<file path="src/include/sbus_consts.svh">
// serial bus slave constants

`ifndef SBUS_CONSTS_SVH
`define SBUS_CONSTS_SVH

// data word carried on wD and rD
`define SBUS_DATA_WIDTH 32

// word address, sized to the RAM depth
`define SBUS_ADDR_WIDTH 8
`define SBUS_MEM_DEPTH  256

// slave select field of the header
`define SBUS_ID_WIDTH 2

// start code that opens every frame
`define SBUS_START_CODE 3'b111

// start + id + r/w + burst + address
`define SBUS_HDR_BITS 15

`endif

</file>
<file path="src/sbus_frame_pkg.sv">
// serial frame types

`default_nettype none

`include "sbus_consts.svh"

package sbus_frame_pkg;

    typedef logic [`SBUS_DATA_WIDTH-1:0] word_t;
    typedef logic [`SBUS_ADDR_WIDTH-1:0] addr_t;
    typedef logic [`SBUS_ID_WIDTH-1:0]   slave_id_t;

    // header fields in the order they arrive on control, msb first
    typedef struct packed {
        logic [$bits(`SBUS_START_CODE)-1:0] start;
        slave_id_t                          slave_id;
        logic                               is_write;   // 1 write, 0 read
        logic                               burst;
        addr_t                              addr;
    } frame_header_t;

endpackage

`default_nettype wire

</file>
<file path="src/read_serializer.sv">
// read word serializer for rD

`default_nettype none

module read_serializer (
    input  wire logic                  clk,
    input  wire logic                  rstN,
    input  wire logic                  load,
    input  wire sbus_frame_pkg::word_t word,
    output logic                       rD,
    output logic                       ready,
    output logic                       done
);
    localparam int WIDTH = $bits(sbus_frame_pkg::word_t);
    localparam int CNT_W = $clog2(WIDTH);

    logic [WIDTH-1:0] shreg;
    logic [CNT_W-1:0] bits_left;

    // final bit is on rD
    assign done = ready && (bits_left == '0);

    always_ff @(posedge clk or negedge rstN) begin
        if (!rstN) begin
            ready     <= 1'b0;
            rD        <= 1'b0;
            bits_left <= '0;
        end else if (load) begin
            ready     <= 1'b1;
            rD        <= word[WIDTH-1];
            bits_left <= CNT_W'(WIDTH - 1);
        end else if (done) begin
            ready <= 1'b0;
            rD    <= 1'b0;
        end else if (ready) begin
            rD        <= shreg[WIDTH-1];
            bits_left <= bits_left - 1'b1;
        end
    end

    // remaining bits, msb next
    always_ff @(posedge clk) begin
        if (load) begin
            shreg <= {word[WIDTH-2:0], 1'b0};
        end else if (ready) begin
            shreg <= {shreg[WIDTH-2:0], 1'b0};
        end
    end

    a_no_load_busy: assert property (@(posedge clk) disable iff (!rstN)
        load |-> !ready);

endmodule

`default_nettype wire

</file>
<file path="config.mk">
export PLATFORM = sky130hd
export DESIGN_NAME = read_serializer
export DESIGN_NICKNAME = d
export VERILOG_FILES = /design/src/sbus_frame_pkg.sv /design/src/read_serializer.sv
export VERILOG_INCLUDE_DIRS = /design/src /design/src/include
export SDC_FILE = /design/constraint.sdc
export NUM_CORES = 1
export LEC_CHECK = 0
export BUFFER_PORTS_ARGS = -buffer_cell sky130_fd_sc_hd__buf_4
export CELL_PAD_IN_SITES_DETAIL_PLACEMENT = 1
export CELL_PAD_IN_SITES_GLOBAL_PLACEMENT = 1
export CORE_UTILIZATION = 43
export CTS_CLUSTER_DIAMETER = 30
export DETAILED_ROUTE_END_ITERATION = 8
export PLACE_DENSITY = 0.75
export SKIP_LAST_GASP = 1
export SLEW_MARGIN = 20
export SYNTH_ARGS = -nofsm -noshare
export SYNTH_HDL_FRONTEND = slang
export SYNTH_SLANG_ARGS = --single-unit
export TNS_END_PERCENT = 20
</file>
<file path="constraint.sdc">
create_clock -name clk -period 1.8 [get_ports clk]
set_input_delay 0.54 -clock clk [delete_from_list [all_inputs] [get_ports clk]]
set_output_delay 0.54 -clock clk [all_outputs]
set_load 0.02 [all_outputs]
</file>
==> summary.md <==
| Metric | Value |
|---|---|
| Failing checks | negative setup slack |
| Fin. Hold Viols | 0 |
| CTS max path bufs | 2 |
| Skew final | 4.569 ps |
| Number of synthesized flops with an enable pin | 31 |
| Synth Cell Area | 0.001645 mm^2 |
| Comb pwr share | 11.0% |
| H-Tree Depth | 2 |
| IO Port Bufs | 37 |
| Fin crit period | 1870 ps |
| Setup violators final | 2 |
| Pre-CTS setup slack | 37.72 ps |
| Internal power | 1.439 mW |
| Crit path DAT | 1330 ps |
| Sequential Power Share | 58.5% |
| Synth area leader | edfxtp_1 |
| Final instance area | 0.002162 mm^2 |
| Largest fanout on the critical path | 2 |
| Layout Nets | 184 |
| Final Max Tran Viols | 0 |
| Yosys reg bits | 38 |
| DP Area | 0.001998 mm^2 |
| Worst-path clk slew | 70 ps |
| Slew Limit Headroom | 65.29% |
| Max VDD drop | 0.3963 mV |
| Synth Area in Compound Gates | 2.281% |
| Routability cong. | 0.6973 |
| Post-synthesis xor/xnor area fraction | 0% |
| FFs w/ async S/R, synth | 18.42% |
| Simple-gate share of the synthesized area | 5.932% |
| Clk Latency, worst-skew pair | 280 ps |
| Setup Crit Path Kind | reg -> out |
| Mux share of post-synthesis cell area | 21.75% |
| Total grt overflow | 0 |
| Netlist cell types | 25 |
| Outcome | finished with violations |
| Mean Syn Cell Area | 16.29 um^2 |
| Gr usage total | 16.74% |
| CTS tree | built |
| DRC viols | 0 |
| Initial Util | 44.94% |
| Yosys top cell area share | 56.58% |
| Antenna viol nets, final | 0 |
| Max Freq | 534.7 MHz |
| TritonCTS buffer count | 5 |
| Pwr dens | 841.4 mW/mm^2 |
| Synth warnings | 0 |
| Largest net degree at the start of global routing | 43 |
| Synth Net Count | 137 |
| Final design utilization | 59.06% |
| Boundary Pins | 38 |
| 1st-pass router iterations | 3 |
| Sw Ratio | 20.89% |
| Final period utilization | 103.9% |
| WL final | 3040 um |
| Root buf cell | clkbuf_8 |
| Die Ht | 63.86 um |
| DR vias/cell | 4.924 |
| Slew @ Worst Pin | 513.5 ps |
| Antenna violations before repair | 0 |
| Largest family of logic cells by synthesized area | multiplexers |
| RSZ-0062 raised after global routing | yes |
| Crit path required time | 1260 ps |
| Clock power frac | 30.5% |
| Adder-Cell Fraction of Synth Area | 0.7605% |
| Sequential cell area fraction in the yosys report | 67.22% |
| Post-DR wirelength/cell | 15.43 um |
| Area growth, synth to finish | 31.41% |
| Maxcap violations | 0 |
| Core region area | 0.003661 mm^2 |
| Synth Flop Type | edfxtp_1 |
| PnR worst setup slack | -70.12 ps |
| Antenna cells | 0 |
| Crit. End Element | output pin |
| Vias in the first global route | 1053 |
| Synth area leaders | edfxtp_1 (57%), mux2_2 (21%), dfrtp_1 (11%) |
| Startpoint Class | register |
| Die area | 0.004077 mm^2 |
| Vias | 970 |
| First-pass GRT wire length | 5037 um |
| Clk sink count | 38 |
| Worst hold path type | in -> async |
| Row cnt | 22 |
| # hold bufs at CTS | 0 |
| Gate Count Post-Synth | 101 |
| Proportion of layout cells with a drive suffix above 1 | 59.73% |
| Initial DRC Count | 59 |
| P_leak | 0.8629 nW |
| HPWL after DPL | 1927 um |
| Final Total Pwr | 1.819 mW |
| Net Sw Power | 380.0 uW |
| Die W | 63.86 um |
## synth_stat cells (all sizes together), types with 2 or more instances
master and count:
buf 3, clkbuf 2, dfrtp 7, edfxtp 31, inv 3, mux2 30, mux2i 2, nand2b 2
nor2 4, o21ai 2, o31ai 2
## layout by cell type, fill, tap and decap left out, types with 3 or more instances in the layout
master,instances
mux2_2,30
nor2_1,3
edfxtp_1,31
dfrtp_1,7
buf_4,44
clkbuf_8,5
## repair_timing
action | in CTS | in global routing
hold endpoints to repair | 0 | 0
pin swaps | 2 | 1
resized for setup | 7 | 0
endpoints found under the setup margin | 1 | 1
setup buffers | 5 | 2
## registers in the layout (all words and copies together), names as in the netlist
| signal | flops |
|---|---|
| ready | 1 |
| rD | 1 |
| shreg | 31 |
| bits_left | 5 |
## power by group through the flow
stage / clock [mW] / combinational (mW) / sequential (mW)
final: 0.554 / 0.200 / 1.06
after global routing: 0.610 / 0.219 / 1.07
after CTS: 0.570 / 0.197 / 1.07
after detailed placement: 0 / 0.179 / 1.08
after global placement: 0 / 0.170 / 1.08
after floorplan: 0 / 0.101 / 1.07
## final timing paths
check | from | to | slack (ps) | cells past startpoint
worst min register to register | rD | rD | 520 | 2
worst max register to register | bits_left[0] | bits_left[3] | 0 | 5
worst max-delay path | bits_left[1] | done | -70 | 5
worst min-delay path | rstN | bits_left[0] | 60 | 1
max in group asynchronous | rstN | rD | 1610 | 1
min in group clk | word[31] | rD | 500 | 3
## per-layer routing
metal  GRT usage [%]  part of all wire, %
met1           21.62                   44
met2           26.20                   49
met3           5.000                  5.4
met4           6.818                  1.8
met5               0                    0
## per-stage QoR
stage	hold WS (ps)	cells	TNS [ps]
final	57.83	197	-75.09
after global routing	45.79	197	-225.3
after CTS	45.31	195	-128.0
after detailed placement	357.9	182	0
after global placement	357.1	182	0
after floorplan	244.4	101	0
## worst max-delay path: stages (launching register included)
cell and delay (ps):
dfrtp_1 400, inv_2 80, ha_4 150, nand2_4 50, nor4_4 170, buf_4 190
## kinds of logic after synthesis
family,Yosys count
flops,38
simple gates,16
fa+ha+maj,1
compound gates,6
mux,32
buf+inv,8
## area by class of cell
type | count | area, um^2
fill | 340 | 1499
sequential | 38 | 1106
multi-input combinational | 55 | 548.0
timing repair buffer | 45 | 350.3
clock buffer | 6 | 72.57
tap | 48 | 60.06
inverter | 3 | 15.01
clock inverter | 2 | 10.01
Note: power is estimated with default switching activity, not from simulation.
