[config.mk]
export PLATFORM = sky130hd
export DESIGN_NAME = transfer_engine
export DESIGN_NICKNAME = d
export VERILOG_FILES = /design/src/sbus_frame_pkg.sv /design/src/sbus_slave_pkg.sv /design/src/serial_shift_in.sv /design/src/transfer_engine.sv
export VERILOG_INCLUDE_DIRS = /design/src /design/src/include
export SDC_FILE = /design/constraint.sdc
export NUM_CORES = 1
export LEC_CHECK = 0
export BUFFER_PORTS_ARGS = -buffer_cell sky130_fd_sc_hd__buf_4
export CAP_MARGIN = 20
export CORE_MARGIN = 1
export CORE_UTILIZATION = 55
export CTS_CLUSTER_DIAMETER = 40
export DETAILED_ROUTE_END_ITERATION = 8
export PLACE_DENSITY = 0.84
export SYNTH_ARGS = -nofsm -noshare
export SYNTH_HDL_FRONTEND = slang
export SYNTH_HIERARCHICAL = 1
export SYNTH_SLANG_ARGS = --single-unit
[constraint.sdc]
create_clock -name clk -period 7.2 [get_ports clk]
set_input_delay 1.8 -clock clk [delete_from_list [all_inputs] [get_ports clk]]
set_output_delay 1.8 -clock clk [all_outputs]
set_load 0.02 [all_outputs]
[src/include/sbus_consts.svh]
// serial bus slave constants

`ifndef SBUS_CONSTS_SVH
`define SBUS_CONSTS_SVH

// data word carried on wD and rD
`define SBUS_DATA_WIDTH 32

// word address, sized to the RAM depth
`define SBUS_ADDR_WIDTH 8
`define SBUS_MEM_DEPTH  256

// slave select field of the header
`define SBUS_ID_WIDTH 2

// start code that opens every frame
`define SBUS_START_CODE 3'b111

// start + id + r/w + burst + address
`define SBUS_HDR_BITS 15

`endif

[src/sbus_frame_pkg.sv]
// serial frame types

`default_nettype none

`include "sbus_consts.svh"

package sbus_frame_pkg;

    typedef logic [`SBUS_DATA_WIDTH-1:0] word_t;
    typedef logic [`SBUS_ADDR_WIDTH-1:0] addr_t;
    typedef logic [`SBUS_ID_WIDTH-1:0]   slave_id_t;

    // header fields in the order they arrive on control, msb first
    typedef struct packed {
        logic [$bits(`SBUS_START_CODE)-1:0] start;
        slave_id_t                          slave_id;
        logic                               is_write;   // 1 write, 0 read
        logic                               burst;
        addr_t                              addr;
    } frame_header_t;

endpackage

`default_nettype wire

[src/sbus_slave_pkg.sv]
// slave transfer types

`default_nettype none

package sbus_slave_pkg;

    // one access to the word RAM
    typedef struct packed {
        logic                  rd_en;
        logic                  wr_en;
        sbus_frame_pkg::addr_t addr;
        sbus_frame_pkg::word_t wdata;
    } mem_req_t;

    // transfer engine states
    typedef enum logic [1:0] {
        IDLE,
        WRITE_COLLECT,
        READ_FETCH,
        READ_SHIFT
    } engine_state_e;

endpackage

`default_nettype wire

[src/serial_shift_in.sv]
// serial to parallel shifter

`default_nettype none

module serial_shift_in #(
    parameter type payload_t = logic [7:0]
) (
    input  wire logic clk,
    input  wire logic rstN,
    input  wire logic clear,
    input  wire logic shift_en,
    input  wire logic bit_in,
    output payload_t  payload,
    output logic      full
);
    localparam int WIDTH = $bits(payload_t);
    localparam int CNT_W = $clog2(WIDTH + 1);

    logic [WIDTH-1:0] shreg;
    logic [CNT_W-1:0] count;

    // bit count, a clear with a shift keeps that first bit
    always_ff @(posedge clk or negedge rstN) begin
        if (!rstN) begin
            count <= '0;
        end else if (clear) begin
            count <= CNT_W'(shift_en);
        end else if (shift_en) begin
            count <= count + 1'b1;
        end
    end

    // msb arrives first and ends up on top
    always_ff @(posedge clk) begin
        if (clear) begin
            shreg <= WIDTH'(shift_en & bit_in);
        end else if (shift_en) begin
            shreg <= {shreg[WIDTH-2:0], bit_in};
        end
    end

    assign payload = payload_t'(shreg);
    assign full    = (count == CNT_W'(WIDTH));

    a_no_overrun: assert property (@(posedge clk) disable iff (!rstN)
        shift_en && !clear |-> !full);

endmodule

`default_nettype wire

[src/transfer_engine.sv]
// transfer state machine

`default_nettype none

module transfer_engine (
    input  wire logic                    clk,
    input  wire logic                    rstN,
    input  wire sbus_frame_pkg::frame_header_t header,
    input  wire logic                    hdr_accept,
    input  wire logic                    wD,
    input  wire logic                    valid,
    input  wire logic                    last,
    input  wire logic                    done,
    output sbus_slave_pkg::mem_req_t     mem_req,
    output logic                         load,
    output logic                         busy
);
    sbus_slave_pkg::engine_state_e state;
    sbus_frame_pkg::addr_t         addr;
    sbus_frame_pkg::word_t         word;
    logic                          burst;
    logic                          last_seen;
    logic                          word_shift;
    logic                          word_clear;
    logic                          word_full;
    logic                          write_next;
    logic                          read_next;

    // wD bits count only while valid is high
    assign word_shift = (state == sbus_slave_pkg::WRITE_COLLECT) && valid;
    assign word_clear = hdr_accept || word_full;

    // burst continues unless last came with this word
    assign write_next = (state == sbus_slave_pkg::WRITE_COLLECT) && word_full
                     && burst && !last_seen;
    assign read_next  = (state == sbus_slave_pkg::READ_SHIFT) && done
                     && burst && !(last_seen || last);

    always_comb begin
        mem_req.rd_en = (state == sbus_slave_pkg::READ_FETCH);
        mem_req.wr_en = (state == sbus_slave_pkg::WRITE_COLLECT) && word_full;
        mem_req.addr  = addr;
        mem_req.wdata = word;
    end

    assign busy = (state != sbus_slave_pkg::IDLE);

    always_ff @(posedge clk or negedge rstN) begin
        if (!rstN) begin
            state     <= sbus_slave_pkg::IDLE;
            burst     <= 1'b0;
            last_seen <= 1'b0;
            load      <= 1'b0;
        end else begin
            // read data is on rdata one cycle after the fetch
            load <= (state == sbus_slave_pkg::READ_FETCH);
            case (state)
                sbus_slave_pkg::IDLE: begin
                    last_seen <= 1'b0;
                    if (hdr_accept) begin
                        burst <= header.burst;
                        state <= header.is_write ? sbus_slave_pkg::WRITE_COLLECT
                                                 : sbus_slave_pkg::READ_FETCH;
                    end
                end
                sbus_slave_pkg::WRITE_COLLECT: begin
                    if (word_full) begin
                        // a valid bit here already belongs to the next word
                        last_seen <= last && valid;
                        if (!write_next) begin
                            state <= sbus_slave_pkg::IDLE;
                        end
                    end else if (last && valid) begin
                        last_seen <= 1'b1;
                    end
                end
                sbus_slave_pkg::READ_FETCH: begin
                    if (last) begin
                        last_seen <= 1'b1;
                    end
                    state <= sbus_slave_pkg::READ_SHIFT;
                end
                sbus_slave_pkg::READ_SHIFT: begin
                    if (done) begin
                        last_seen <= 1'b0;
                        state     <= read_next ? sbus_slave_pkg::READ_FETCH
                                               : sbus_slave_pkg::IDLE;
                    end else if (last) begin
                        last_seen <= 1'b1;
                    end
                end
                default: state <= sbus_slave_pkg::IDLE;
            endcase
        end
    end

    // word address for the current frame
    always_ff @(posedge clk) begin
        if (hdr_accept && (state == sbus_slave_pkg::IDLE)) begin
            addr <= header.addr;
        end else if (write_next || read_next) begin
            addr <= addr + 1'b1;
        end
    end

    serial_shift_in #(
        .payload_t (sbus_frame_pkg::word_t)
    ) u_word_shift (
        .clk      (clk),
        .rstN     (rstN),
        .clear    (word_clear),
        .shift_en (word_shift),
        .bit_in   (wD),
        .payload  (word),
        .full     (word_full)
    );

    a_rd_wr_excl: assert property (@(posedge clk) disable iff (!rstN)
        !(mem_req.rd_en && mem_req.wr_en));

endmodule

`default_nettype wire
==> run metrics <==
crit path DAT=1790 ps; Vias/cell=5.067; Layout Utilization=70.69%; Max Buffers Root-to-Sink=2; Residual DRC=0; Least-Margin Pin Slew=716.3 ps; flop and latch count out of synthesis=51; Max Clock Skew=4.847 ps; Post-Syn Area=0.002280 mm2; Tcrit/Tclk final=49.83%; slowest stage cell, crit path=dfrtp_1; Max FO, Critical Path=4; Tmin final=3587 ps; Row Count=23; Remaining Overflow, GRT=0; RePlAce Congestion=0.8189; setup bufs post-CTS=0; Critical Path Sink Type=output port; leakage=1.180 nW; clk_lat worst skew=300 ps; Unique masters post-synth=37; mean area per synthesized cell=13.25 um2; drt total wl=4.134 mm; pin count of the biggest net entering global routing=40; max-slew violations=0; Initial Util=56.99%; VDD IR max=0.2127 mV; drt wl/cell=14.61 um; Hold Crit Class=reg2reg; via count=1434; crit-path cells=inv_1 > ha_1 > nand2_1 > nor4_1 > and2_4 > buf_4; H-tree levels=2; diode count=0; commonest non-fill, non-tap cell in the layout=buf_4; TritonCTS buffer count=5; core area=0.004000 mm2; sequential area share after synthesis=64.76%; initial antenna violation count=0; Nets=257; RSZ-0062 raised after global routing=false; Max-Cap Viols=0; slew margin rel.=52.24%; Fin Setup TNS=0 ps; Setup WS pre-CTS=3635 ps; Peak Freq=278.7 MHz; Final Setup Violations=0; critical path startpoint category=flip-flop; Area Growth Syn to Fin=24.04%; syn nets=197; initial drt markers=62; IO Port Bufs=60; cts repair resizes=0; vias in the first global route=1363; Total GRT Usage=20.41%; crit path kind=reg2out; PwrDens=331.3 mW/mm2; Post-CTS Hold Buffers=0; dpl hpwl=2.975 mm; layout cells sized above 1=34.76%; clock root cell=clkbuf_8; Die ar.=0.004406 mm2; outcome=finished clean; antenna-violating nets left=0; CTS tree=built; DIE WIDTH=66.38 um; Die Ht=66.38 um; cell count after synthesis=172; Final Hold Fails=0; most frequent cells in the layout=buf_4, edfxtp_1, nor2b_1; first-pass GRT wire length=6.506 mm; num ports=66; Yosys warnings=6; CTS clk-pin slew, worst paths=80 ps; Largest stage delay, worst path=410 ps; 1st-pass router iterations=4; Clock Sinks=51; CP required=5400 ps; Setup WS post-layout=3613 ps
==> synth_stat cells, drive strengths merged <==
| cell | n | area share, % |
|---|---|---|
| a22o | 1 | 0.44 |
| buf | 4 | 1.7 |
| nor2b | 33 | 9.2 |
| nand4 | 3 | 1.1 |
| or3 | 1 | 0.27 |
| or2 | 2 | 0.55 |
| dfrtp | 11 | 12 |
| mux2 | 4 | 2.6 |
| a22oi | 1 | 0.33 |
| nor4 | 1 | 0.27 |
| xor2 | 7 | 2.7 |
| a31oi | 1 | 0.55 |
| ha | 3 | 1.6 |
| o21ai | 9 | 2.0 |
| a21boi | 1 | 0.33 |
| clkbuf | 3 | 0.49 |
| nor4bb | 1 | 0.44 |
| inv | 5 | 0.82 |
| o2bb2ai | 1 | 0.38 |
| xnor2 | 3 | 1.2 |
| a311o | 1 | 0.44 |
| edfxtp | 40 | 53 |
| nand3 | 2 | 0.44 |
| a21oi | 2 | 0.44 |
| and2 | 4 | 1.3 |
| nor2 | 9 | 1.5 |
| o22ai | 1 | 0.55 |
| nand2 | 14 | 2.3 |
| and3 | 2 | 0.55 |
| and2b | 1 | 0.38 |
| mux2i | 1 | 0.44 |
==> sequential cells by signal, indices dropped and copies added, names as in the netlist <==
signal	count
last_seen	1
u_word_shift/payload	32
load	1
burst	1
addr	8
state	2
u_word_shift/count	6
==> worst max-delay path, delay by kind of cell (launching register included) <==
kind                       cells  cell delay [ps]
adders and majority gates      1              160
and+or+nand+nor                3              700
DFF                            1              410
buffers and inverters          2              230
==> cell families after synthesis <==
family,synth area share (%)
muxes,3.074
adders and majority gates,1.647
xor gates and xnor gates,3.842
AOI/OAI and AO/OA,5.434
and+or+nand+nor,18.22
buffers and inverters,3.018
DFF,64.76
==> area by class of cell <==
class	instances	area, um2
fillers	291	1172
inverters	5	18.77
clock buffers	6	72.57
clock inverters	2	12.51
multi-input cells	109	734.5
well taps	50	62.56
repair buffers	60	450.4
flip-flops and latches	51	1476
==> metal layers <==
metal  vias up  global-route usage (%)  routed length, um
li1        712                       -                  -
met1       680                   27.35               1849
met2        36                   31.63               1994
met3         6                   6.034                236
met4         0                   7.181                 54
met5         -                       0                  0
==> metrics by stage <==
stage | cell area (um2) | instances | power, mW | hold WS (ps)
5_1_grt | 2828 | 283 | 0.9874 | 586.6
6_report | 2828 | 283 | 0.9368 | 562.3
2_1_floorplan | 2280 | 172 | 0.6738 | 522.6
3_5_place_dp | 2743 | 275 | 0.7884 | 549.9
4_1_cts | 2828 | 283 | 0.9431 | 562.3
3_3_place_gp | 2743 | 275 | 0.7776 | 543.5
==> path summary, 6_finish.rpt <==
| kind | end | start | cells after the start | slack, ps |
|---|---|---|---|---|
| max | mem_req[40] | u_word_shift/count[0] | 6 | 3610 |
| min | u_word_shift/count[5] | u_word_shift/count[5] | 2 | 560 |
| max reg2reg | u_word_shift/payload[31] | u_word_shift/count[0] | 6 | 4350 |
| min reg2reg | u_word_shift/count[5] | u_word_shift/count[5] | 2 | 560 |
| max in group asynchronous | state[0] | rstN | 1 | 5730 |
| min in group asynchronous | u_word_shift/count[1] | rstN | 1 | 1320 |
==> where the power goes <==
group	internal, mW	switching, mW
Clock	0.0680	0.0882
Combinational	0.149	0.173
Sequential	0.405	0.0542
Power figures use the tool's default switching activity.
