$ cat src/include/sbus_consts.svh
// serial bus slave constants

`ifndef SBUS_CONSTS_SVH
`define SBUS_CONSTS_SVH

// data word carried on wD and rD
`define SBUS_DATA_WIDTH 32

// word address, sized to the RAM depth
`define SBUS_ADDR_WIDTH 8
`define SBUS_MEM_DEPTH  256

// slave select field of the header
`define SBUS_ID_WIDTH 2

// start code that opens every frame
`define SBUS_START_CODE 3'b111

// start + id + r/w + burst + address
`define SBUS_HDR_BITS 15

`endif

$ cat src/sbus_frame_pkg.sv
// serial frame types

`default_nettype none

`include "sbus_consts.svh"

package sbus_frame_pkg;

    typedef logic [`SBUS_DATA_WIDTH-1:0] word_t;
    typedef logic [`SBUS_ADDR_WIDTH-1:0] addr_t;
    typedef logic [`SBUS_ID_WIDTH-1:0]   slave_id_t;

    // header fields in the order they arrive on control, msb first
    typedef struct packed {
        logic [$bits(`SBUS_START_CODE)-1:0] start;
        slave_id_t                          slave_id;
        logic                               is_write;   // 1 write, 0 read
        logic                               burst;
        addr_t                              addr;
    } frame_header_t;

endpackage

`default_nettype wire

$ cat src/frame_decoder.sv
// header decoder for the control line

`default_nettype none

`include "sbus_consts.svh"

module frame_decoder #(
    parameter sbus_frame_pkg::slave_id_t SLAVE_ID = 2'd1
) (
    input  wire logic                   clk,
    input  wire logic                   rstN,
    input  wire logic                   control,
    input  wire logic                   busy,
    output sbus_frame_pkg::frame_header_t header,
    output logic                        hdr_accept
);
    logic                          collecting;
    logic                          start_frame;
    logic                          hdr_shift;
    logic                          hdr_full;
    logic                          last_bit;
    logic [`SBUS_HDR_BITS-1:0]     hdr_bits;
    sbus_frame_pkg::frame_header_t next_header;

    assign start_frame = !collecting && !busy && control;
    assign hdr_shift   = start_frame || collecting;
    assign hdr_bits    = header;

    // the leading start bit is a one shifted into a cleared register,
    // so it reaches the second bit from the top just before the last bit
    assign last_bit    = collecting && hdr_bits[`SBUS_HDR_BITS-2];
    assign next_header = {hdr_bits[`SBUS_HDR_BITS-2:0], control};

    always_ff @(posedge clk or negedge rstN) begin
        if (!rstN) begin
            collecting <= 1'b0;
            hdr_accept <= 1'b0;
        end else begin
            // only frames for this slave reach the engine
            hdr_accept <= last_bit
                       && (next_header.start == `SBUS_START_CODE)
                       && (next_header.slave_id == SLAVE_ID);
            if (start_frame) begin
                collecting <= 1'b1;
            end else if (last_bit) begin
                collecting <= 1'b0;
            end
        end
    end

    serial_shift_in #(
        .payload_t (sbus_frame_pkg::frame_header_t)
    ) u_hdr_shift (
        .clk      (clk),
        .rstN     (rstN),
        .clear    (start_frame),
        .shift_en (hdr_shift),
        .bit_in   (control),
        .payload  (header),
        .full     (hdr_full)
    );

    // accept lands with a complete header and an idle engine
    a_accept_full: assert property (@(posedge clk) disable iff (!rstN)
        hdr_accept |-> hdr_full && !busy);

endmodule

`default_nettype wire

$ cat src/serial_shift_in.sv
// serial to parallel shifter

`default_nettype none

module serial_shift_in #(
    parameter type payload_t = logic [7:0]
) (
    input  wire logic clk,
    input  wire logic rstN,
    input  wire logic clear,
    input  wire logic shift_en,
    input  wire logic bit_in,
    output payload_t  payload,
    output logic      full
);
    localparam int WIDTH = $bits(payload_t);
    localparam int CNT_W = $clog2(WIDTH + 1);

    logic [WIDTH-1:0] shreg;
    logic [CNT_W-1:0] count;

    // bit count, a clear with a shift keeps that first bit
    always_ff @(posedge clk or negedge rstN) begin
        if (!rstN) begin
            count <= '0;
        end else if (clear) begin
            count <= CNT_W'(shift_en);
        end else if (shift_en) begin
            count <= count + 1'b1;
        end
    end

    // msb arrives first and ends up on top
    always_ff @(posedge clk) begin
        if (clear) begin
            shreg <= WIDTH'(shift_en & bit_in);
        end else if (shift_en) begin
            shreg <= {shreg[WIDTH-2:0], bit_in};
        end
    end

    assign payload = payload_t'(shreg);
    assign full    = (count == CNT_W'(WIDTH));

    a_no_overrun: assert property (@(posedge clk) disable iff (!rstN)
        shift_en && !clear |-> !full);

endmodule

`default_nettype wire

$ cat config.mk
export PLATFORM = sky130hd
export DESIGN_NAME = frame_decoder
export DESIGN_NICKNAME = d
export VERILOG_FILES = /design/src/sbus_frame_pkg.sv /design/src/frame_decoder.sv /design/src/serial_shift_in.sv
export VERILOG_INCLUDE_DIRS = /design/src /design/src/include
export SDC_FILE = /design/constraint.sdc
export NUM_CORES = 1
export LEC_CHECK = 0
export BUFFER_PORTS_ARGS = -buffer_cell sky130_fd_sc_hd__buf_4
export CORE_UTILIZATION = 50
export DETAILED_ROUTE_END_ITERATION = 8
export GPL_TIMING_DRIVEN = 1
export PLACE_DENSITY = 0.75
export SLEW_MARGIN = 30
export SYNTH_ARGS = -nofsm -noshare
export SYNTH_HDL_FRONTEND = slang
export SYNTH_SLANG_ARGS = --single-unit
export TNS_END_PERCENT = 20
$ cat constraint.sdc
create_clock -name clk -period 3.4 [get_ports clk]
set_input_delay 0.34 -clock clk [delete_from_list [all_inputs] [get_ports clk]]
set_output_delay 0.34 -clock clk [all_outputs]
set_load 0.01 [all_outputs]
==> metrics.txt, run 1 <==
# TYPE chip_impl_metric gauge
chip_impl_metric{name="dr_total_vias",unit=""} 369
chip_impl_info{name="hold-path-endpoint",value="u_hdr_shift.payload[0]"} 1
chip_impl_metric{name="floorplan.die.height",unit="um"} 38.2
chip_impl_info{name="synth_commonest_cells",value="15 x sky130_fd_sc_hd__edfxtp_1, 10 x sky130_fd_sc_hd__nor2b_1, 3 x sky130_fd_sc_hd__and2b_1"} 1
chip_impl_info{name="hold_path.startpoint",value="control"} 1
chip_impl_metric{name="drt-pass1-iter-count",unit=""} 4
chip_impl_metric{name="num_rows",unit=""} 12
chip_impl_metric{name="number_of_placed_instances_with_taps_included",unit=""} 71
chip_impl_metric{name="r2r_slack",unit="ns"} 1.96
chip_impl_info{name="postSynth.topFlopCell",value="sky130_fd_sc_hd__edfxtp_1"} 1
chip_impl_metric{name="tritoncts.num_buffers",unit=""} 3
chip_impl_metric{name="grt_antenna_before_repair",unit=""} 0
chip_impl_metric{name="synth_edf_count",unit=""} 15
chip_impl_metric{name="setup_viol",unit=""} 0
chip_impl_metric{name="yosysSeqAreaShare",unit=""} 0.762
chip_impl_metric{name="remaining_drc_errors",unit=""} 0
chip_impl_metric{name="clock_path_buffers",unit=""} 2
chip_impl_info{name="synth_most_common_cell",value="sky130_fd_sc_hd__edfxtp_1"} 1
chip_impl_metric{name="avgRoutedWirePerCell",unit="um"} 13.5
chip_impl_metric{name="worstRegToRegCells",unit=""} 2
chip_impl_metric{name="io_pins",unit=""} 20
chip_impl_metric{name="required_worst_endpoint",unit="ns"} 3.44
chip_impl_metric{name="finalWeightedCongestion",unit=""} 0.673
chip_impl_metric{name="grtUsageTotal",unit=""} 0.171
chip_impl_metric{name="setup_total_negative_slack",unit="ns"} 0
chip_impl_info{name="clock_tree_from_tritoncts",value="built"} 1
chip_impl_metric{name="placement.io_buffers",unit=""} 19
chip_impl_metric{name="die_w",unit="um"} 38.2
chip_impl_metric{name="synthToLayoutAreaGrowth",unit="%"} 27.6
chip_impl_metric{name="cts.sink_count",unit=""} 17
chip_impl_info{name="synth_largest_area_cell",value="sky130_fd_sc_hd__edfxtp_1"} 1
chip_impl_metric{name="final_period_utilization",unit=""} 0.422
chip_impl_metric{name="netlist_cell_types",unit=""} 12
chip_impl_info{name="r2r-end",value="u_hdr_shift.payload[3]"} 1
chip_impl_info{name="clock_tree.root_cell",value="sky130_fd_sc_hd__clkbuf_4"} 1
chip_impl_metric{name="layout-drive-gt1-share",unit=""} 0.371
chip_impl_info{name="timing.setup.critical_path_class",value="reg -> reg"} 1
chip_impl_info{name="run_status",value="complete, no violations"} 1
chip_impl_metric{name="final_max_slew_viol_count",unit=""} 0
chip_impl_info{name="unrepaired_setup_endpoints_after_global_routing",value="false"} 1
chip_impl_info{name="worstHoldPathType",value="in -> reg"} 1
chip_impl_metric{name="post-cts-setup-buffer-count",unit=""} 0
chip_impl_metric{name="fp.dieArea",unit="sq um"} 1460
chip_impl_metric{name="maxClockFrequency",unit="MHz"} 697
chip_impl_metric{name="maxCapViolations",unit=""} 0
chip_impl_metric{name="irDropWorstVdd",unit="mV"} 0.439
chip_impl_metric{name="final_net_count",unit=""} 67
chip_impl_info{name="cp_cell_sequence",value="nor3b_4 > and2b_1"} 1
chip_impl_metric{name="grt_pass1_vias",unit=""} 361
chip_impl_metric{name="finalWorstSetupSlack",unit="ns"} 1.96
chip_impl_metric{name="post-layout-total-power",unit="mW"} 0.597
chip_impl_metric{name="grt_overflow_total",unit=""} 0
chip_impl_metric{name="pwr_density_cell",unit="nW/um^2"} 713
chip_impl_metric{name="grt_first_pass_wirelength",unit="um"} 1610
chip_impl_metric{name="clock_insertion_delay_worst_skew",unit="ns"} 0.28
chip_impl_info{name="synth.top_cells.by_area",value="sky130_fd_sc_hd__edfxtp_1 69%, sky130_fd_sc_hd__nor2b_1 9.5%, sky130_fd_sc_hd__dfrtp_1 7.6%"} 1
chip_impl_metric{name="core_region_area",unit="sq um"} 1160
chip_impl_metric{name="postRouteWirelength",unit="um"} 1020
chip_impl_info{name="critical_path_source_type",value="register"} 1
chip_impl_metric{name="timing_hold_violations_final",unit=""} 0
chip_impl_metric{name="total_leakage_power",unit="nW"} 0.363
chip_impl_metric{name="post_synth_inst_count",unit=""} 40
chip_impl_metric{name="num_antenna_cells",unit=""} 0
chip_impl_metric{name="worst_setup_skew_after_layout",unit="ns"} 0.00459
chip_impl_metric{name="ys_seq_elements",unit=""} 17
chip_impl_metric{name="dp_worst_setup_slack",unit="ns"} 1.94
chip_impl_metric{name="clock_tree.htree_level_count",unit=""} 1
chip_impl_metric{name="grt_max_degree",unit=""} 16
chip_impl_info{name="worstSetupEndpointType",value="register"} 1
chip_impl_info{name="timing.rr.start",value="collecting"} 1
chip_impl_metric{name="vias_per_cell",unit=""} 4.86
chip_impl_info{name="critical_path.slowest_cell",value="sky130_fd_sc_hd__nor3b_4"} 1
chip_impl_metric{name="path_clk_slew",unit="ns"} 0.09
chip_impl_metric{name="synth.cell_area",unit="sq um"} 657
chip_impl_metric{name="dp.final_hpwl",unit="um"} 733
chip_impl_metric{name="synthDominantCellAreaShare",unit=""} 0.686
chip_impl_metric{name="postSynthNetCount",unit=""} 44
chip_impl_metric{name="worstPathMaxFanout",unit=""} 15
chip_impl_metric{name="max_stage_delay",unit="ns"} 0.50
chip_impl_metric{name="drtAntennaViolNets",unit=""} 0
chip_impl_metric{name="starting_utilization_of_the_core_area",unit=""} 0.568
chip_impl_metric{name="whs_path_depth",unit=""} 1
chip_impl_metric{name="max-slew-margin-rel",unit=""} 0.638
chip_impl_metric{name="synth_warnings",unit=""} 0
chip_impl_metric{name="post_layout_nonfiller_instances",unit=""} 76
chip_impl_metric{name="finalWorstPathRequiredPeriod",unit="ns"} 1.44
chip_impl_metric{name="cp_data_arrival_time",unit="ns"} 1.47
chip_impl_metric{name="filler_cell_count",unit=""} 83
chip_impl_metric{name="async_flop_share",unit=""} 0.118
chip_impl_metric{name="syn_avg_cell_area",unit="sq um"} 16.4
chip_impl_metric{name="drt_iter0_markers",unit=""} 7
chip_impl_metric{name="max_slew.worst_pin.slew",unit="ns"} 0.542
[critical path: cells and delay by family, from the launching register on]
| kind | cells | cell delay [ns] |
|---|---|---|
| and+or+nand+nor | 2 | 0.74 |
| DFF | 1 | 0.46 |
[what timing repair did]
action	4_1_cts	5_1_grt
hold buffers	1	0
resized for setup	0	0
hold endpoints to repair	2	0
[report_power, final]
group / switching, mW / internal (mW) / total (mW)
combinational: 0.0755 / 0.0845 / 0.160
sequential: 0.0340 / 0.303 / 0.337
clock: 0.0548 / 0.0455 / 0.100
[placed cells by master, fill, tap and decap left out, drive strengths merged]
cell          n
clkbuf        4
inv           2
dlygate4sd3   1
nor2          1
nor3          1
nand4         1
edfxtp       15
nor3b         1
and2b         3
buf          19
dfrtp         2
a21o          2
nor2b        10
[per-layer routing]
layer,wire length (um),track usage,vias up
met5,0,0,-
met4,0,0.107,0
met3,68,0.0349,0
met2,492,0.258,15
met1,462,0.226,171
li1,-,-,183
[through the flow]
step           cell area, sq um  hold WS [ns]   util
6_report                    838         0.255  0.725
5_1_grt                     838         0.236  0.725
4_1_cts                     838         0.246  0.725
3_5_place_dp                802         0.126  0.694
3_3_place_gp                802         0.122  0.694
2_1_floorplan               657        0.0444      -
[kinds of logic after synthesis]
family	Yosys count	synth area share
AND/OR/NAND/NOR	17	0.181
flip-flops	17	0.762
buffers and inverters	4	0.0343
AO/OA/AOI/OAI	2	0.0229
[worst max path at each step]
stage | startpoint | to | slack [ns] | cells after the start
after floorplan | collecting | u_hdr_shift.payload[0] | 2.27 | 1
after global placement | busy | u_hdr_shift.payload[2] | 1.98 | 3
after detailed placement | busy | u_hdr_shift.payload[3] | 1.94 | 3
after CTS | collecting | u_hdr_shift.payload[2] | 1.95 | 2
after global routing | collecting | u_hdr_shift.payload[2] | 1.89 | 2
final | collecting | u_hdr_shift.payload[3] | 1.96 | 2
[sequential cells by signal (all words and copies together) (netlist names)]
name / count
u_hdr_shift.payload: 15
hdr_accept: 1
collecting: 1
[final cells by class]
cell class	count	area [sq um]	area share
well taps	14	17.5	0.0209
flip-flops and latches	17	500	0.597
repair buffers	20	153	0.182
clock buffers	4	26.3	0.0313
inverters	2	7.51	0.00896
multi-input cells	19	134	0.160
(Power assumes the default switching activity.)
==> run 2, diff against run 1 <==
- CORE_UTILIZATION: 50 -> 47
- PLACE_DENSITY: 0.75 -> 0.71
- clock period: 3.4 -> 1.5 ns (I/O delays scaled with it)
==> metrics.txt, run 2 (synthesis gave the netlist of run 1 again) <==
# TYPE chip_impl_metric gauge
chip_impl_info{name="run_status",value="complete, no violations"} 1
chip_impl_metric{name="finalWeightedCongestion",unit=""} 0.658
chip_impl_metric{name="dp.final_hpwl",unit="um"} 832
chip_impl_metric{name="placement.io_buffers",unit=""} 19
chip_impl_metric{name="setup_viol",unit=""} 0
chip_impl_metric{name="cts.repair.resized",unit=""} 0
chip_impl_metric{name="clock_tree.htree_level_count",unit=""} 1
chip_impl_metric{name="worstPathMaxFanout",unit=""} 11
chip_impl_metric{name="max_slew.worst_pin.slew",unit="ns"} 0.214
chip_impl_metric{name="worst_setup_skew_after_layout",unit="ns"} 0.00941
chip_impl_metric{name="maxCapViolations",unit=""} 0
chip_impl_info{name="critical_path.slowest_cell",value="sky130_fd_sc_hd__dfrtp_1"} 1
chip_impl_metric{name="grt_overflow_total",unit=""} 0
chip_impl_metric{name="avgRoutedWirePerCell",unit="um"} 13.1
chip_impl_metric{name="critical_path_depth",unit=""} 3
chip_impl_metric{name="final_max_slew_viol_count",unit=""} 0
chip_impl_metric{name="tritoncts.num_buffers",unit=""} 3
chip_impl_metric{name="max-slew-margin-rel",unit=""} 0.857
chip_impl_metric{name="dr_total_vias",unit=""} 383
chip_impl_metric{name="post-cts-setup-buffer-count",unit=""} 0
chip_impl_metric{name="grt_antenna_before_repair",unit=""} 0
chip_impl_metric{name="clock_path_buffers",unit=""} 2
chip_impl_metric{name="vias_per_cell",unit=""} 4.79
chip_impl_metric{name="cts.sink_count",unit=""} 17
chip_impl_info{name="mostFrequentLayoutCell",value="sky130_fd_sc_hd__buf_4"} 1
chip_impl_metric{name="drt_iter0_markers",unit=""} 1
chip_impl_metric{name="max_stage_delay",unit="ns"} 0.45
chip_impl_metric{name="path_clk_slew",unit="ns"} 0.09
chip_impl_metric{name="worstRegToRegCells",unit=""} 3
chip_impl_metric{name="required_worst_endpoint",unit="ns"} 1.53
chip_impl_metric{name="timing.critical_path.buf_inv",unit=""} 1
chip_impl_metric{name="clock_insertion_delay_worst_skew",unit="ns"} 0.28
chip_impl_metric{name="dp_worst_setup_slack",unit="ns"} 0.275
chip_impl_metric{name="floorplan.die.height",unit="um"} 39.4
chip_impl_metric{name="synthToLayoutAreaGrowth",unit="%"} 31.2
chip_impl_metric{name="irDropWorstVdd",unit="mV"} 0.916
chip_impl_metric{name="post_layout_nonfiller_instances",unit=""} 80
chip_impl_metric{name="postRouteWirelength",unit="um"} 1050
chip_impl_metric{name="grt_first_pass_wirelength",unit="um"} 1520
chip_impl_info{name="unrepaired_setup_endpoints_after_global_routing",value="false"} 1
chip_impl_info{name="clock_tree.root_cell",value="sky130_fd_sc_hd__clkbuf_4"} 1
chip_impl_metric{name="hold_buffers",unit=""} 1
chip_impl_metric{name="layout-drive-gt1-share",unit=""} 0.400
chip_impl_metric{name="num_rows",unit=""} 13
chip_impl_metric{name="timing_hold_violations_final",unit=""} 0
chip_impl_info{name="mostFrequentLayoutCells",value="22 x sky130_fd_sc_hd__buf_4, 15 x sky130_fd_sc_hd__edfxtp_1, 10 x sky130_fd_sc_hd__nor2b_1"} 1
chip_impl_metric{name="num_antenna_cells",unit=""} 0
chip_impl_metric{name="core_region_area",unit="sq um"} 1300
chip_impl_metric{name="die_w",unit="um"} 39.4
chip_impl_info{name="critical_path_source_type",value="register"} 1
chip_impl_metric{name="drt-pass1-iter-count",unit=""} 2
chip_impl_metric{name="grt_max_degree",unit=""} 12
chip_impl_info{name="worstHoldPathType",value="in -> reg"} 1
chip_impl_metric{name="grt_pass1_vias",unit=""} 340
chip_impl_metric{name="whs_path_depth",unit=""} 1
chip_impl_metric{name="grtUsageTotal",unit=""} 0.155
chip_impl_metric{name="finalWorstSetupSlack",unit="ns"} 0.273
chip_impl_metric{name="fp.dieArea",unit="sq um"} 1550
chip_impl_metric{name="remaining_drc_errors",unit=""} 0
chip_impl_info{name="cp_cell_sequence",value="nor3b_4 > buf_4 > nor2b_1"} 1
chip_impl_metric{name="finalWorstPathRequiredPeriod",unit="ns"} 1.23
chip_impl_metric{name="number_of_placed_instances_with_taps_included",unit=""} 75
chip_impl_info{name="cpLargestDelayFamily",value="flip-flops"} 1
chip_impl_metric{name="io_pins",unit=""} 20
chip_impl_metric{name="pwr_density_cell",unit="nW/um^2"} 1600
chip_impl_metric{name="final_net_count",unit=""} 70
chip_impl_info{name="clock_tree_from_tritoncts",value="built"} 1
chip_impl_metric{name="final_period_utilization",unit=""} 0.818
chip_impl_metric{name="setup_total_negative_slack",unit="ns"} 0
chip_impl_info{name="worstSetupEndpointType",value="register"} 1
chip_impl_metric{name="max_ffs_per_register",unit=""} 15
chip_impl_metric{name="maxClockFrequency",unit="MHz"} 815
chip_impl_metric{name="total_leakage_power",unit="nW"} 0.377
chip_impl_metric{name="cp_data_arrival_time",unit="ns"} 1.26
chip_impl_metric{name="drtAntennaViolNets",unit=""} 0
chip_impl_info{name="timing.setup.critical_path_class",value="reg -> reg"} 1
chip_impl_metric{name="starting_utilization_of_the_core_area",unit=""} 0.505
==> run 2: changes by cell type in the layout (fill, tap and decap cells not counted), sizes merged <==
cell	previous run	this run
buf	19	22
==> run 2: layout make-up <==
type / instances / area [sq um]
Sequential cell: 17 / 500
Fill cell: 108 / 439
Timing Repair Buffer: 23 / 175
Multi-Input combinational cell: 19 / 134
Clock buffer: 4 / 26.3
Tap cell: 15 / 18.8
Inverter: 2 / 7.51
==> run 2: metal layers <==
layer | up-vias | share of wire | global-route usage
met3 | 2 | 0.063 | 0.0398
met4 | 0 | 0.0076 | 0.0517
met2 | 15 | 0.51 | 0.271
li1 | 187 | - | -
met5 | - | 0 | 0
met1 | 179 | 0.42 | 0.184
==> run 2: final timing paths <==
path	from	end	slack [ns]
worst max-delay path	collecting	u_hdr_shift.payload[12]	0.27
worst min-delay path	control	u_hdr_shift.payload[0]	0.08
worst max register to register	collecting	u_hdr_shift.payload[12]	0.27
worst min register to register	u_hdr_shift.payload[10]	hdr_accept	0.49
max in group asynchronous	rstN	hdr_accept	1.22
min in group asynchronous	rstN	collecting	0.18
==> run 2: stage by stage <==
step	utilization	area [sq um]	hold WS [ns]	power (mW)
5_1_grt	0.663	862	0.0655	1.45
3_5_place_dp	0.635	826	-0.0624	1.16
3_3_place_gp	0.635	826	-0.0634	1.15
2_1_floorplan	-	657	-0.146	0.935
4_1_cts	0.663	862	0.0703	1.39
6_report	0.663	862	0.0759	1.38
==> run 2: worst register-to-register path, delay by kind of cell, from the launching register on <==
kind | cells | cell delay [ns]
flops | 1 | 0.45
simple gates | 2 | 0.32
buf+inv | 1 | 0.21
==> run 2: where the power goes <==
group	leakage [nW]	internal, mW	switching [mW]
combinational	0.186	0.211	0.177
sequential	0.176	0.685	0.0748
clock	0.0150	0.103	0.125
total	0.377	1.00	0.376
